## src/qla_pkg.sv

```systemverilog
//--------------------
// shared constants and bus types for the QLA motor-axis core
// only the main register region is decoded, all others read as zero
// current words are offset binary, 16'h8000 is zero current
// four axes fixed, channel n addresses axis n
//--------------------
package qla_pkg;

    // ------------------
    // sizes
    // ------------------
    localparam int NUM_AXES   = 4;
    localparam int CUR_W      = 16;                 // adc / dac word
    localparam int AXIS_IDX_W = $clog2(NUM_AXES);   // axis index within cur_vec_t
    localparam int LIMIT_W    = CUR_W + 2;          // 2*cmd + margin headroom

    // ------------------
    // address map
    // ------------------
    localparam logic [3:0] ADDR_MAIN    = 4'd0;     // region, addr[15:12]
    localparam logic [3:0] CHAN_BOARD   = 4'd0;     // channel 0 holds board i/o
    localparam logic [3:0] OFF_STATUS   = 4'd0;     // channel 0 only
    localparam logic [3:0] OFF_ADC_DATA = 4'd0;     // channels 1..4
    localparam logic [3:0] OFF_DAC_CTRL = 4'd1;     // channels 1..4

    // ------------------
    // safety check
    // ------------------
    localparam logic [CUR_W-1:0] CUR_MID       = 16'h8000;  // zero current
    localparam logic [CUR_W-1:0] SAFETY_MARGIN = 16'd1024;  // allowed excess, counts
    localparam int               SAFETY_CNT_W  = 3;
    localparam logic [SAFETY_CNT_W-1:0] SAFETY_COUNT = 3'd4; // samples before trip

    // status word bit positions
    localparam int PWR_EN_BIT   = 19;
    localparam int AMP_EN_LSB   = 8;    // NUM_AXES bits
    localparam int SAFETY_LSB   = 4;    // NUM_AXES bits, latched disables
    localparam int BOARD_ID_LSB = 24;   // 4 bits

    // ------------------
    // types
    // ------------------
    // register address split into its fields
    typedef struct packed {
        logic [3:0] region;     // [15:12]
        logic [3:0] unused;     // [11:8] ignored
        logic [3:0] chan;       // [7:4] 0 = board, 1..4 = axis
        logic [3:0] off;        // [3:0]
    } reg_addr_t;

    // one word per axis, index 0 is axis 1
    typedef logic [NUM_AXES-1:0][CUR_W-1:0] cur_vec_t;

    // host register write, wen is a single-cycle strobe
    typedef struct packed {
        logic        wen;
        logic [15:0] waddr;
        logic [31:0] wdata;
    } reg_wr_t;

    // parallel adc current feedback with its sample strobe
    typedef struct packed {
        logic     cur_ready;
        cur_vec_t cur_fb;
    } adc_sample_t;

endpackage

```

## src/axis_regs.sv

```systemverilog
//--------------------
// host write side of the core
// status write sets power and amp enables and pulses the safety clears
// dac control write sets one axis command from wdata[15:0]
// no back-pressure, every strobe is taken
//--------------------
module axis_regs
    import qla_pkg::*;
(
    input  logic                sysclk,
    input  logic                rst_n,
    input  reg_wr_t             wr,             // write strobe, addr, data
    input  logic [NUM_AXES-1:0] amp_disable,    // latched safety trips
    output cur_vec_t            cur_cmd,        // commands toward the dacs
    output logic                pwr_enable,
    output logic [NUM_AXES-1:0] amp_enable,
    output logic [NUM_AXES-1:0] clear_disable   // one-cycle pulse per axis
);

    // ------------------
    // write decode
    // ------------------
    reg_addr_t             waddr;
    logic                  main_wr;     // strobe into the main region
    logic                  axis_chan;   // channel 1..NUM_AXES
    logic                  status_wr;
    logic                  dac_wr;
    logic [AXIS_IDX_W-1:0] wr_axis;     // channel n -> index n-1
    logic [NUM_AXES-1:0]   clr_req;     // clear request per axis

    assign waddr     = reg_addr_t'(wr.waddr);
    assign main_wr   = wr.wen && (waddr.region == ADDR_MAIN);
    assign axis_chan = (waddr.chan != CHAN_BOARD) && (waddr.chan <= 4'(NUM_AXES));
    assign status_wr = main_wr && (waddr.chan == CHAN_BOARD) && (waddr.off == OFF_STATUS);
    assign dac_wr    = main_wr && axis_chan && (waddr.off == OFF_DAC_CTRL);
    assign wr_axis   = AXIS_IDX_W'(waddr.chan - 4'd1);

    // power bit clears every axis, amp bit only its own
    always_comb begin
        for (int i = 0; i < NUM_AXES; i++) begin
            clr_req[i] = status_wr && (wr.wdata[PWR_EN_BIT] || wr.wdata[AMP_EN_LSB + i]);
        end
    end

    // ------------------
    // current commands
    // ------------------
    always_ff @(posedge sysclk or negedge rst_n) begin
        if (!rst_n) begin
            cur_cmd <= '0;
        end else if (dac_wr) begin
            cur_cmd[wr_axis] <= wr.wdata[CUR_W-1:0];    // low half only
        end
    end

    // ------------------
    // power enable
    // ------------------
    always_ff @(posedge sysclk or negedge rst_n) begin
        if (!rst_n) begin
            pwr_enable <= 1'b0;
        end else if (status_wr) begin
            pwr_enable <= wr.wdata[PWR_EN_BIT];
        end
    end

    // ------------------
    // amp enables
    // ------------------
    // a trip drops the enable, a status write in the same cycle wins.
    // while a clear pulse is out the disable is about to fall, so it is
    // ignored for that one cycle
    always_ff @(posedge sysclk or negedge rst_n) begin
        if (!rst_n) begin
            amp_enable <= '0;
        end else begin
            for (int i = 0; i < NUM_AXES; i++) begin
                if (status_wr) begin
                    amp_enable[i] <= wr.wdata[AMP_EN_LSB + i];
                end else if (amp_disable[i] && !clear_disable[i]) begin
                    amp_enable[i] <= 1'b0;  // safety trip
                end
            end
        end
    end

    // clear pulses, one cycle after the strobe
    always_ff @(posedge sysclk or negedge rst_n) begin
        if (!rst_n) begin
            clear_disable <= '0;
        end else begin
            clear_disable <= clr_req;   // self-clearing, no hold
        end
    end

endmodule

```

## src/safety_check.sv

```systemverilog
//--------------------
// per-axis over-current check
// trips after SAFETY_COUNT consecutive samples with
// |fb| > 2*|cmd| + SAFETY_MARGIN, magnitudes taken about CUR_MID
// the trip latches until clear_disable
//--------------------
module safety_check
    import qla_pkg::*;
(
    input  logic             sysclk,
    input  logic             rst_n,
    input  logic             cur_ready,      // adc sample strobe
    input  logic [CUR_W-1:0] cur_fb,         // feedback, offset binary
    input  logic [CUR_W-1:0] cur_cmd,        // command, offset binary
    input  logic             clear_disable,  // host clear pulse
    output logic             amp_disable     // latched trip
);

    // ------------------
    // magnitude compare
    // ------------------
    logic [CUR_W-1:0]        fb_mag;
    logic [CUR_W-1:0]        cmd_mag;
    logic [LIMIT_W-1:0]      limit;         // 2*cmd_mag + margin
    logic                    violation;
    logic [SAFETY_CNT_W-1:0] viol_cnt;      // consecutive violating samples
    logic [SAFETY_CNT_W-1:0] cnt_nxt;

    // distance from midscale, either sign
    assign fb_mag  = (cur_fb  >= CUR_MID) ? (cur_fb  - CUR_MID) : (CUR_MID - cur_fb);
    assign cmd_mag = (cur_cmd >= CUR_MID) ? (cur_cmd - CUR_MID) : (CUR_MID - cur_cmd);

    // 18 bit sum so 2*0x8000 + margin cannot wrap
    assign limit     = {1'b0, cmd_mag, 1'b0} + {2'b00, SAFETY_MARGIN};
    assign violation = {2'b00, fb_mag} > limit;

    // saturate at the trip count, a good sample restarts the run
    always_comb begin
        if (!violation) begin
            cnt_nxt = '0;
        end else if (viol_cnt == SAFETY_COUNT) begin
            cnt_nxt = viol_cnt;
        end else begin
            cnt_nxt = viol_cnt + 1'b1;
        end
    end

    // ------------------
    // counter and latch
    // ------------------
    always_ff @(posedge sysclk or negedge rst_n) begin
        if (!rst_n) begin
            viol_cnt    <= '0;
            amp_disable <= 1'b0;
        end else if (clear_disable) begin
            viol_cnt    <= '0;      // clear wins over a sample
            amp_disable <= 1'b0;
        end else if (cur_ready) begin
            viol_cnt <= cnt_nxt;
            if (cnt_nxt == SAFETY_COUNT) begin
                amp_disable <= 1'b1;    // holds until next clear
            end
        end
    end

endmodule

```

## src/reg_read_mux.sv

```systemverilog
//--------------------
// register read side
// reg_rdata follows reg_raddr by one clock
// only the main region is decoded, anything else reads zero
//--------------------
module reg_read_mux
    import qla_pkg::*;
(
    input  logic                sysclk,
    input  logic                rst_n,
    input  logic [15:0]         reg_raddr,
    input  logic [3:0]          board_id,       // rotary switch
    input  logic                pwr_enable,
    input  logic [NUM_AXES-1:0] amp_enable,
    input  logic [NUM_AXES-1:0] amp_disable,    // safety trips
    input  cur_vec_t            cur_cmd,
    input  cur_vec_t            cur_fb,
    output logic [31:0]         reg_rdata
);

    reg_addr_t             raddr;
    logic                  main_rd;
    logic                  axis_chan;       // channel 1..NUM_AXES
    logic [AXIS_IDX_W-1:0] rd_axis;
    logic [31:0]           status_word;
    logic [31:0]           rdata_nxt;

    assign raddr     = reg_addr_t'(reg_raddr);
    assign main_rd   = (raddr.region == ADDR_MAIN);
    assign axis_chan = (raddr.chan != CHAN_BOARD) && (raddr.chan <= 4'(NUM_AXES));
    assign rd_axis   = AXIS_IDX_W'(raddr.chan - 4'd1);

    // ------------------
    // status word
    // ------------------
    always_comb begin
        status_word = '0;   // undefined bits read zero
        status_word[BOARD_ID_LSB +: 4]      = board_id;
        status_word[PWR_EN_BIT]             = pwr_enable;
        status_word[AMP_EN_LSB +: NUM_AXES] = amp_enable;
        status_word[SAFETY_LSB +: NUM_AXES] = amp_disable;
    end

    // ------------------
    // address select
    // ------------------
    always_comb begin
        rdata_nxt = '0;
        if (main_rd) begin
            if (raddr.chan == CHAN_BOARD) begin
                if (raddr.off == OFF_STATUS) begin
                    rdata_nxt = status_word;
                end
            end else if (axis_chan) begin
                case (raddr.off)
                    OFF_ADC_DATA: rdata_nxt = {16'h0000, cur_fb[rd_axis]};   // zero-extended
                    OFF_DAC_CTRL: rdata_nxt = {16'h0000, cur_cmd[rd_axis]};
                    default:      rdata_nxt = '0;
                endcase
            end
        end
    end

    // registered read data
    always_ff @(posedge sysclk or negedge rst_n) begin
        if (!rst_n) begin
            reg_rdata <= '0;
        end else begin
            reg_rdata <= rdata_nxt;
        end
    end

endmodule

```

## src/qla_core_top.sv

```systemverilog
//--------------------
// QLA motor-axis core, register bus in and out
// adc words arrive already parallel with a sample strobe
// cur_cmd goes to an external dac engine
//--------------------
module qla_core_top
    import qla_pkg::*;
(
    input  logic                sysclk,
    input  logic                rst_n,
    input  logic [3:0]          board_id,   // rotary switch, as given
    input  reg_wr_t             wr,         // host register write
    input  logic [15:0]         reg_raddr,
    input  adc_sample_t         adc,        // current feedback samples
    output logic [31:0]         reg_rdata,
    output logic                pwr_enable,
    output logic [NUM_AXES-1:0] amp_enable,
    output cur_vec_t            cur_cmd     // toward the dacs
);

    logic [NUM_AXES-1:0] clear_disable;     // write bank -> safety
    logic [NUM_AXES-1:0] amp_disable;       // safety -> write bank, readback

    // ------------------
    // write bank
    // ------------------
    axis_regs u_axis_regs (
        .sysclk        (sysclk),
        .rst_n         (rst_n),
        .wr            (wr),
        .amp_disable   (amp_disable),
        .cur_cmd       (cur_cmd),
        .pwr_enable    (pwr_enable),
        .amp_enable    (amp_enable),
        .clear_disable (clear_disable)
    );

    // ------------------
    // safety checks
    // ------------------
    for (genvar i = 0; i < NUM_AXES; i++) begin : g_safety
        safety_check u_safety (
            .sysclk        (sysclk),
            .rst_n         (rst_n),
            .cur_ready     (adc.cur_ready),     // shared strobe
            .cur_fb        (adc.cur_fb[i]),
            .cur_cmd       (cur_cmd[i]),
            .clear_disable (clear_disable[i]),
            .amp_disable   (amp_disable[i])
        );
    end

    // ------------------
    // read mux
    // ------------------
    reg_read_mux u_read_mux (
        .sysclk      (sysclk),
        .rst_n       (rst_n),
        .reg_raddr   (reg_raddr),
        .board_id    (board_id),
        .pwr_enable  (pwr_enable),
        .amp_enable  (amp_enable),
        .amp_disable (amp_disable),
        .cur_cmd     (cur_cmd),
        .cur_fb      (adc.cur_fb),
        .reg_rdata   (reg_rdata)
    );

endmodule

```

## config.mk

```make
export PLATFORM = sky130hd
export DESIGN_NAME = qla_core_top
export DESIGN_NICKNAME = d
export VERILOG_FILES = /design/src/qla_pkg.sv /design/src/axis_regs.sv /design/src/safety_check.sv /design/src/reg_read_mux.sv /design/src/qla_core_top.sv
export SDC_FILE = /design/constraint.sdc
export NUM_CORES = 1
export LEC_CHECK = 0
export BUFFER_PORTS_ARGS = -buffer_cell sky130_fd_sc_hd__buf_4
export CAP_MARGIN = 20
export CORE_MARGIN = 4
export CORE_UTILIZATION = 45
export CTS_CLUSTER_DIAMETER = 100
export DETAILED_ROUTE_END_ITERATION = 16
export PLACE_DENSITY_LB_ADDON = 0.12
export SLEW_MARGIN = 10
export SYNTH_ARGS = -nofsm -noshare
export SYNTH_HDL_FRONTEND = slang
export SYNTH_HIERARCHICAL = 1
export SYNTH_SLANG_ARGS = --single-unit
```

## constraint.sdc

```tcl
create_clock -name sysclk -period 5.6 [get_ports sysclk]
set_input_delay 1.12 -clock sysclk [delete_from_list [all_inputs] [get_ports sysclk]]
set_output_delay 1.12 -clock sysclk [all_outputs]
set_load 0.1 [all_outputs]
```

* Word level (Yosys, flattened, before mapping) *
Index checks and enable logic that the tools add are counted.

cells by class
  reduce and logical (&&, ||, !) cells = 48
  add/sub/neg operators = 26
  eq/ne operators = 10
  multiplexer cells = 56
  magnitude comparators = 17

operators with widths
  kind                                                                   number
  16-bit 2-to-1 mux                                                      11
  16-bit >= comparator, second input constant                            8
  16-bit subtractor, first input constant                                8
  16-bit subtractor, second input constant                               8
  32-bit 2-to-1 mux                                                      3
  17-bit by 11-bit adder with 18-bit output, second input constant       4
  16-bit by 18-bit greater-than comparator with 1-bit output             4
  16-bit binary-select mux with 2-bit select                             2
  64-bit bitwise mux                                                     1
  3-bit 2-to-1 mux                                                       16
  16-bit demux with 2-bit select                                         1
  16-bit one-hot mux with 2 select lines                                 1
  28-bit 2-to-1 mux                                                      1
  3-bit equality test, second input constant                             8
  4-bit logical NOT                                                      6
  2-bit nonzero test                                                     12
  1-bit 2-to-1 mux                                                       20
  1-bit logical AND                                                      16
  3-bit by 1-bit adder with 3-bit output, second input constant          4
  4-bit by 1-bit equality test with 1-bit output, second input constant  2
  4-bit by 3-bit <= comparator with 1-bit output, second input constant  2
  2-bit AND reduction                                                    4
  4-bit nonzero test                                                     2
  2-bit by 3-bit < comparator with 1-bit output, second input constant   2
  4 further kinds                                                        11

storage, ports and cells
  output and inout bits = 101
  flip-flop bits (word level) = 121
  word-level logic and storage cells = 176

* Depth between registers and ports, before layout *
  depth in word-level cells = 9
  mapped depth = 18
  depth with buffers taken out = 18

* Hierarchy *
The synthesis kept the hierarchy.

by module, submodules not included
  module                                    times used  cells an instance  area an instance (um^2)  seq. area each (um^2)
  safety_check at g_safety[0].u_safety ...  2           195                1,452.6                  100.1
  axis_regs                                 1           179                2,885.3                  1,826.8
  reg_read_mux                              1           140                1,846.8                  525.5
  safety_check at g_safety[1].u_safety      1           196                1,477.7                  100.1
  safety_check at g_safety[3].u_safety      1           201                1,468.9                  100.1

* Worst setup path before layout *
Ideal clock, no wire load.

  kind = register to register
  from = reg u_axis_regs/cur_cmd[5] (netlist name)
  to = reg g_safety[0].u_safety.viol_cnt[2]
  arrival time = 4,542 ps
  cell stages (with the launch flop) = 17
  path slack = 971 ps
  clock period less this slack = 4,629 ps
  data required time = 5,513 ps
  path buffers = 0
  path through = dfrtp_1 or4_2 nor3_1 nor2_1 xor2_1 ha_1 or3b_2 o21ai_0 a211oi_1 nor2_1 xor2_1 ha_1 nand4_1 nor2_1 a211oi_1 or4_1 a211oi_2

between the ends
  longest elaborated chain between the ends = 7
  elaborated cells on any way between the ends = 9
  classes of those cells = 3 x add/sub; 2 x order compare; 4 x mux

RTL lines
  item                                                          line                RTL
  from (decl)                                                   axis_regs.sv:14     output cur_vec_t cur_cmd,
  from (signal, indexed assignment)                             axis_regs.sv:52     cur_cmd[wr_axis] <= wr.wdata[CUR_W-1:0];
  16-bit subtractor or 16-bit >= comparator (tied branches)     safety_check.sv:31  assign cmd_mag = (cur_cmd >= CUR_MID) ? (cur_cmd - CUR_MID) : (CUR_MID - cur_cmd);
  16-bit 2-to-1 mux *                                           safety_check.sv:31
  17-bit by 11-bit adder with 18-bit output *                   safety_check.sv:34  assign limit = {1'b0, cmd_mag, 1'b0} + {2'b00, SAFETY_MARGIN};
  16-bit by 18-bit greater-than comparator with 1-bit output *  safety_check.sv:35  assign violation = {2'b00, fb_mag} > limit;
  3-bit 2-to-1 mux *                                            safety_check.sv:39  if (!violation) begin
  3-bit 2-to-1 mux *                                            safety_check.sv:58  end else if (cur_ready) begin
  3-bit 2-to-1 mux *                                            safety_check.sv:55  end else if (clear_disable) begin
  to (signal assigned)                                          safety_check.sv:59  viol_cnt <= cnt_nxt;
  to (decl)                                                     safety_check.sv:26  logic [SAFETY_CNT_W-1:0] viol_cnt;

Every way passes the cells marked *; elsewhere a longest branch is shown, timed or not. The select of a mux whose other input is x is not followed.
A chain may end at the register's enable or synchronous reset.

* Worst setup path in the final report *
  from = reg u_axis_regs/cur_cmd[38] (netlist name)
  to = reg g_safety[2].u_safety.viol_cnt[2]

between the ends
  longest elaborated chain between the ends = 7
  elaborated cells on any way between the ends = 9
  classes of those cells = 3 x add/sub; 2 x order compare; 4 x mux

RTL lines
  item                                                          line
  16-bit subtractor or 16-bit >= comparator (tied branches)     safety_check.sv:31
  16-bit 2-to-1 mux *                                           safety_check.sv:31
  17-bit by 11-bit adder with 18-bit output *                   safety_check.sv:34
  16-bit by 18-bit greater-than comparator with 1-bit output *  safety_check.sv:35
  3-bit 2-to-1 mux *                                            safety_check.sv:39
  3-bit 2-to-1 mux *                                            safety_check.sv:58
  3-bit 2-to-1 mux *                                            safety_check.sv:55
  to (signal assigned)                                          safety_check.sv:59
  to (decl)                                                     safety_check.sv:26

Marked as above.

==> results.sh <==
export IMPL_r2r_start="u_axis_regs/cur_cmd[38]"
export IMPL_skew_ps=8.501
export IMPL_power_total_mw=2.015
export IMPL_clk_pin_slew_ps=90
export IMPL_dp_slack_ps=933.3
export IMPL_vias_per_cell=5.873
export IMPL_h_tree_depth=3
export IMPL_crit_start="u_axis_regs/cur_cmd[38]"
export IMPL_initial_utilization_pct=46.19
export IMPL_synth_edf_count=0
export IMPL_core_area_um2=22920
export IMPL_dp_hpwl_um=28880
export IMPL_worstSetupPathType="flop to flop"
export IMPL_cts_buffers=9
export IMPL_tritoncts="built"
export IMPL_synth_cells=1106
export IMPL_antenna_found_initial=0
export IMPL_synth_most_common_cell="nor2_1"
export IMPL_cts_setup_buffers=0
export IMPL_drt_iter0_markers=729
export IMPL_ys_top_cells_by_area="dfrtp_1, ha_1, mux2_2"
export IMPL_ctsHoldBuffers=0
export IMPL_cts_resized=0
export IMPL_max_cap_violations=0
export IMPL_min_period_ps=4760
export IMPL_slew_headroom_pct=28.64
export IMPL_worstHoldPathCells=1
export IMPL_finalMaxSlewViolations=0
export IMPL_finalHoldViolations=0
export IMPL_firstDrtPassIters=6
export IMPL_vias=9491
export IMPL_rsz0062_at_grt="false"
export IMPL_wire_per_inst_um=22.46
export IMPL_finalCritPeriodShare_pct=85.01
export IMPL_worst_r2r_path_depth=16
export IMPL_cts_root_buf="clkbuf_16"
export IMPL_ant_nets=0
export IMPL_arrival_ps=5050
export IMPL_dpl_instance_area_um2=12290
export IMPL_fin_util_pct=55.00
export IMPL_hp_class="flop to flop"
export IMPL_power_density_nw_per_um2=159.9
export IMPL_final_nets=1514
export IMPL_clockBufferDepth=2
export IMPL_hold_ws_ps=525.7
export IMPL_worst_pin_slew_ps=1062
export IMPL_overflow=0
export IMPL_reg2reg_setup_slack_ps=840
export IMPL_critPathLaunchType="flop"
export IMPL_regArea_um2=2753
export IMPL_p_leak_nw=5.895
export IMPL_timing_rr_end="g_safety[2].u_safety/viol_cnt[2]"
export IMPL_status="complete, no violations"
export IMPL_syn_area_um2=10580
export IMPL_grtUsageTotal_pct=27.35
export IMPL_drc=0
export IMPL_min_to="u_read_mux/reg_rdata[19]"
export IMPL_hold_start="u_axis_regs/pwr_enable"
export IMPL_die_y_um=161.4
export IMPL_synth_warnings=6
export IMPL_grt_pass1_vias=9265
export IMPL_synth_common_cells="nor2_1, dfrtp_1, ha_1, inv_1, a21oi_1"
export IMPL_gp_congestion=0.9041
export IMPL_ys_seq_elements=110
export IMPL_endpoint_kind="flop"
export IMPL_final_cells=1616
export IMPL_cp_max_fo=6
export IMPL_setup_viol=0
export IMPL_ios=237
export IMPL_die_x_um=161.4
export IMPL_fmax_ghz=0.2101
export IMPL_synth_top_area_share_pct=26.01
export IMPL_wirelength_um=36300
export IMPL_finalWorstSetupSlack_ps=839.7
export IMPL_seq_area_frac_synth_pct=26.01
export IMPL_synth_top_area_cell="dfrtp_1"
export IMPL_stdcell_area_um2=12600
export IMPL_area_growth_pct=19.09
export IMPL_fill_cells=2096
export IMPL_ys_types=72
export IMPL_multi_input_area_um2=7277
export IMPL_tns_ps=0
export IMPL_peakVddDrop_mv=0.1625
export IMPL_ys_async_sr_fraction_pct=100.0
export IMPL_insertion_delay_ps=370
export IMPL_grt_pass1_wl_um=54980
export IMPL_drive_gt1_share_pct=29.26
export IMPL_avgSynthCellArea_um2=9.570
export IMPL_cts_sinks=110
export IMPL_grt_max_degree=69
export IMPL_dpl_cell_count=1599
export IMPL_synth_ff_type="dfrtp_1"
export IMPL_die_area_um2=26040
export IMPL_crit_required_ps=5890
export IMPL_rows=55
export IMPL_port_buffers=202
[area by class of cell]
cell class,instances,area share [%]
Sequential cell,110,21.84
Multi-Input combinational cell,889,57.73
Tap cell,313,3.107
Timing Repair Buffer,211,12.57
Clock inverter,7,0.6849
Clock buffer,9,1.787
Antenna cell,1,0.01985
Inverter,76,2.263
[worst max-delay path, stage by stage, from the launching register on]
cell and delay (ps):
dfrtp_1 540, or4_2 790, nor3_1 380, nor2_1 100, xor2_1 220, ha_1 270, or3b_2 480, o21ai_0 180
a211oi_1 100, nor2_1 140, xor2_1 80, ha_1 300, nand4_1 110, nor2_1 100, a211oi_1 120, or4_1 560
a211oi_2 220
[report_power, final]
part | internal, mW | total (mW) | switching, mW
clock network | 0.321 | 0.680 | 0.358
registers | 0.797 | 0.806 | 0.00915
logic | 0.214 | 0.529 | 0.315
total | 1.33 | 2.02 | 0.682
[layer usage]
| layer | vias to the layer above | track usage [%] | share of wire (%) |
|---|---|---|---|
| li1 | 4447 | - | - |
| met1 | 4583 | 36.58 | 42 |
| met2 | 380 | 43.26 | 46 |
| met3 | 81 | 5.461 | 7.6 |
| met4 | 0 | 11.79 | 4.5 |
| met5 | - | 0 | 0 |
[cell usage in the layout (no fill, tap or decap), drive strengths merged, types with 29 or more instances in the layout]
| cell | n |
|---|---|
| buf | 211 |
| nor2 | 140 |
| dfrtp | 110 |
| ha | 81 |
| inv | 78 |
| a21oi | 74 |
| xor2 | 68 |
| mux2 | 65 |
| xnor2 | 57 |
| nor3 | 35 |
| mux4 | 32 |
| nor4 | 32 |
| nand4 | 29 |
[cell families after synthesis]
kind of cell    synth area share [%]
fa+ha+maj                      9.576
other cells                  0.03543
compound gates                 10.68
xor+xnor                       10.84
buf+inv                        5.592
mux                            14.86
simple gates                   22.41
flops                          26.01
[registers in the layout, summed over array words and instances, names as in the netlist]
signal,cells
u_axis_regs/amp_enable,4
u_read_mux/reg_rdata,21
u_axis_regs/clear_disable,4
u_axis_regs/pwr_enable,1
g_safety.u_safety/viol_cnt,12
u_axis_regs/cur_cmd,64
g_safety.u_safety/amp_disable,4
[how the worst max path moves through the flow]
stage,endpoint,slack [ps],cells past startpoint
after floorplan,g_safety[0].u_safety/viol_cnt[2],970,16
after global placement,g_safety[2].u_safety/viol_cnt[2],1020,16
after detailed placement,g_safety[2].u_safety/viol_cnt[2],930,16
after CTS,g_safety[2].u_safety/viol_cnt[2],900,16
after global routing,g_safety[0].u_safety/viol_cnt[0],540,17
final,g_safety[2].u_safety/viol_cnt[2],840,16
No activity file was read; power rests on OpenSTA's default activity.
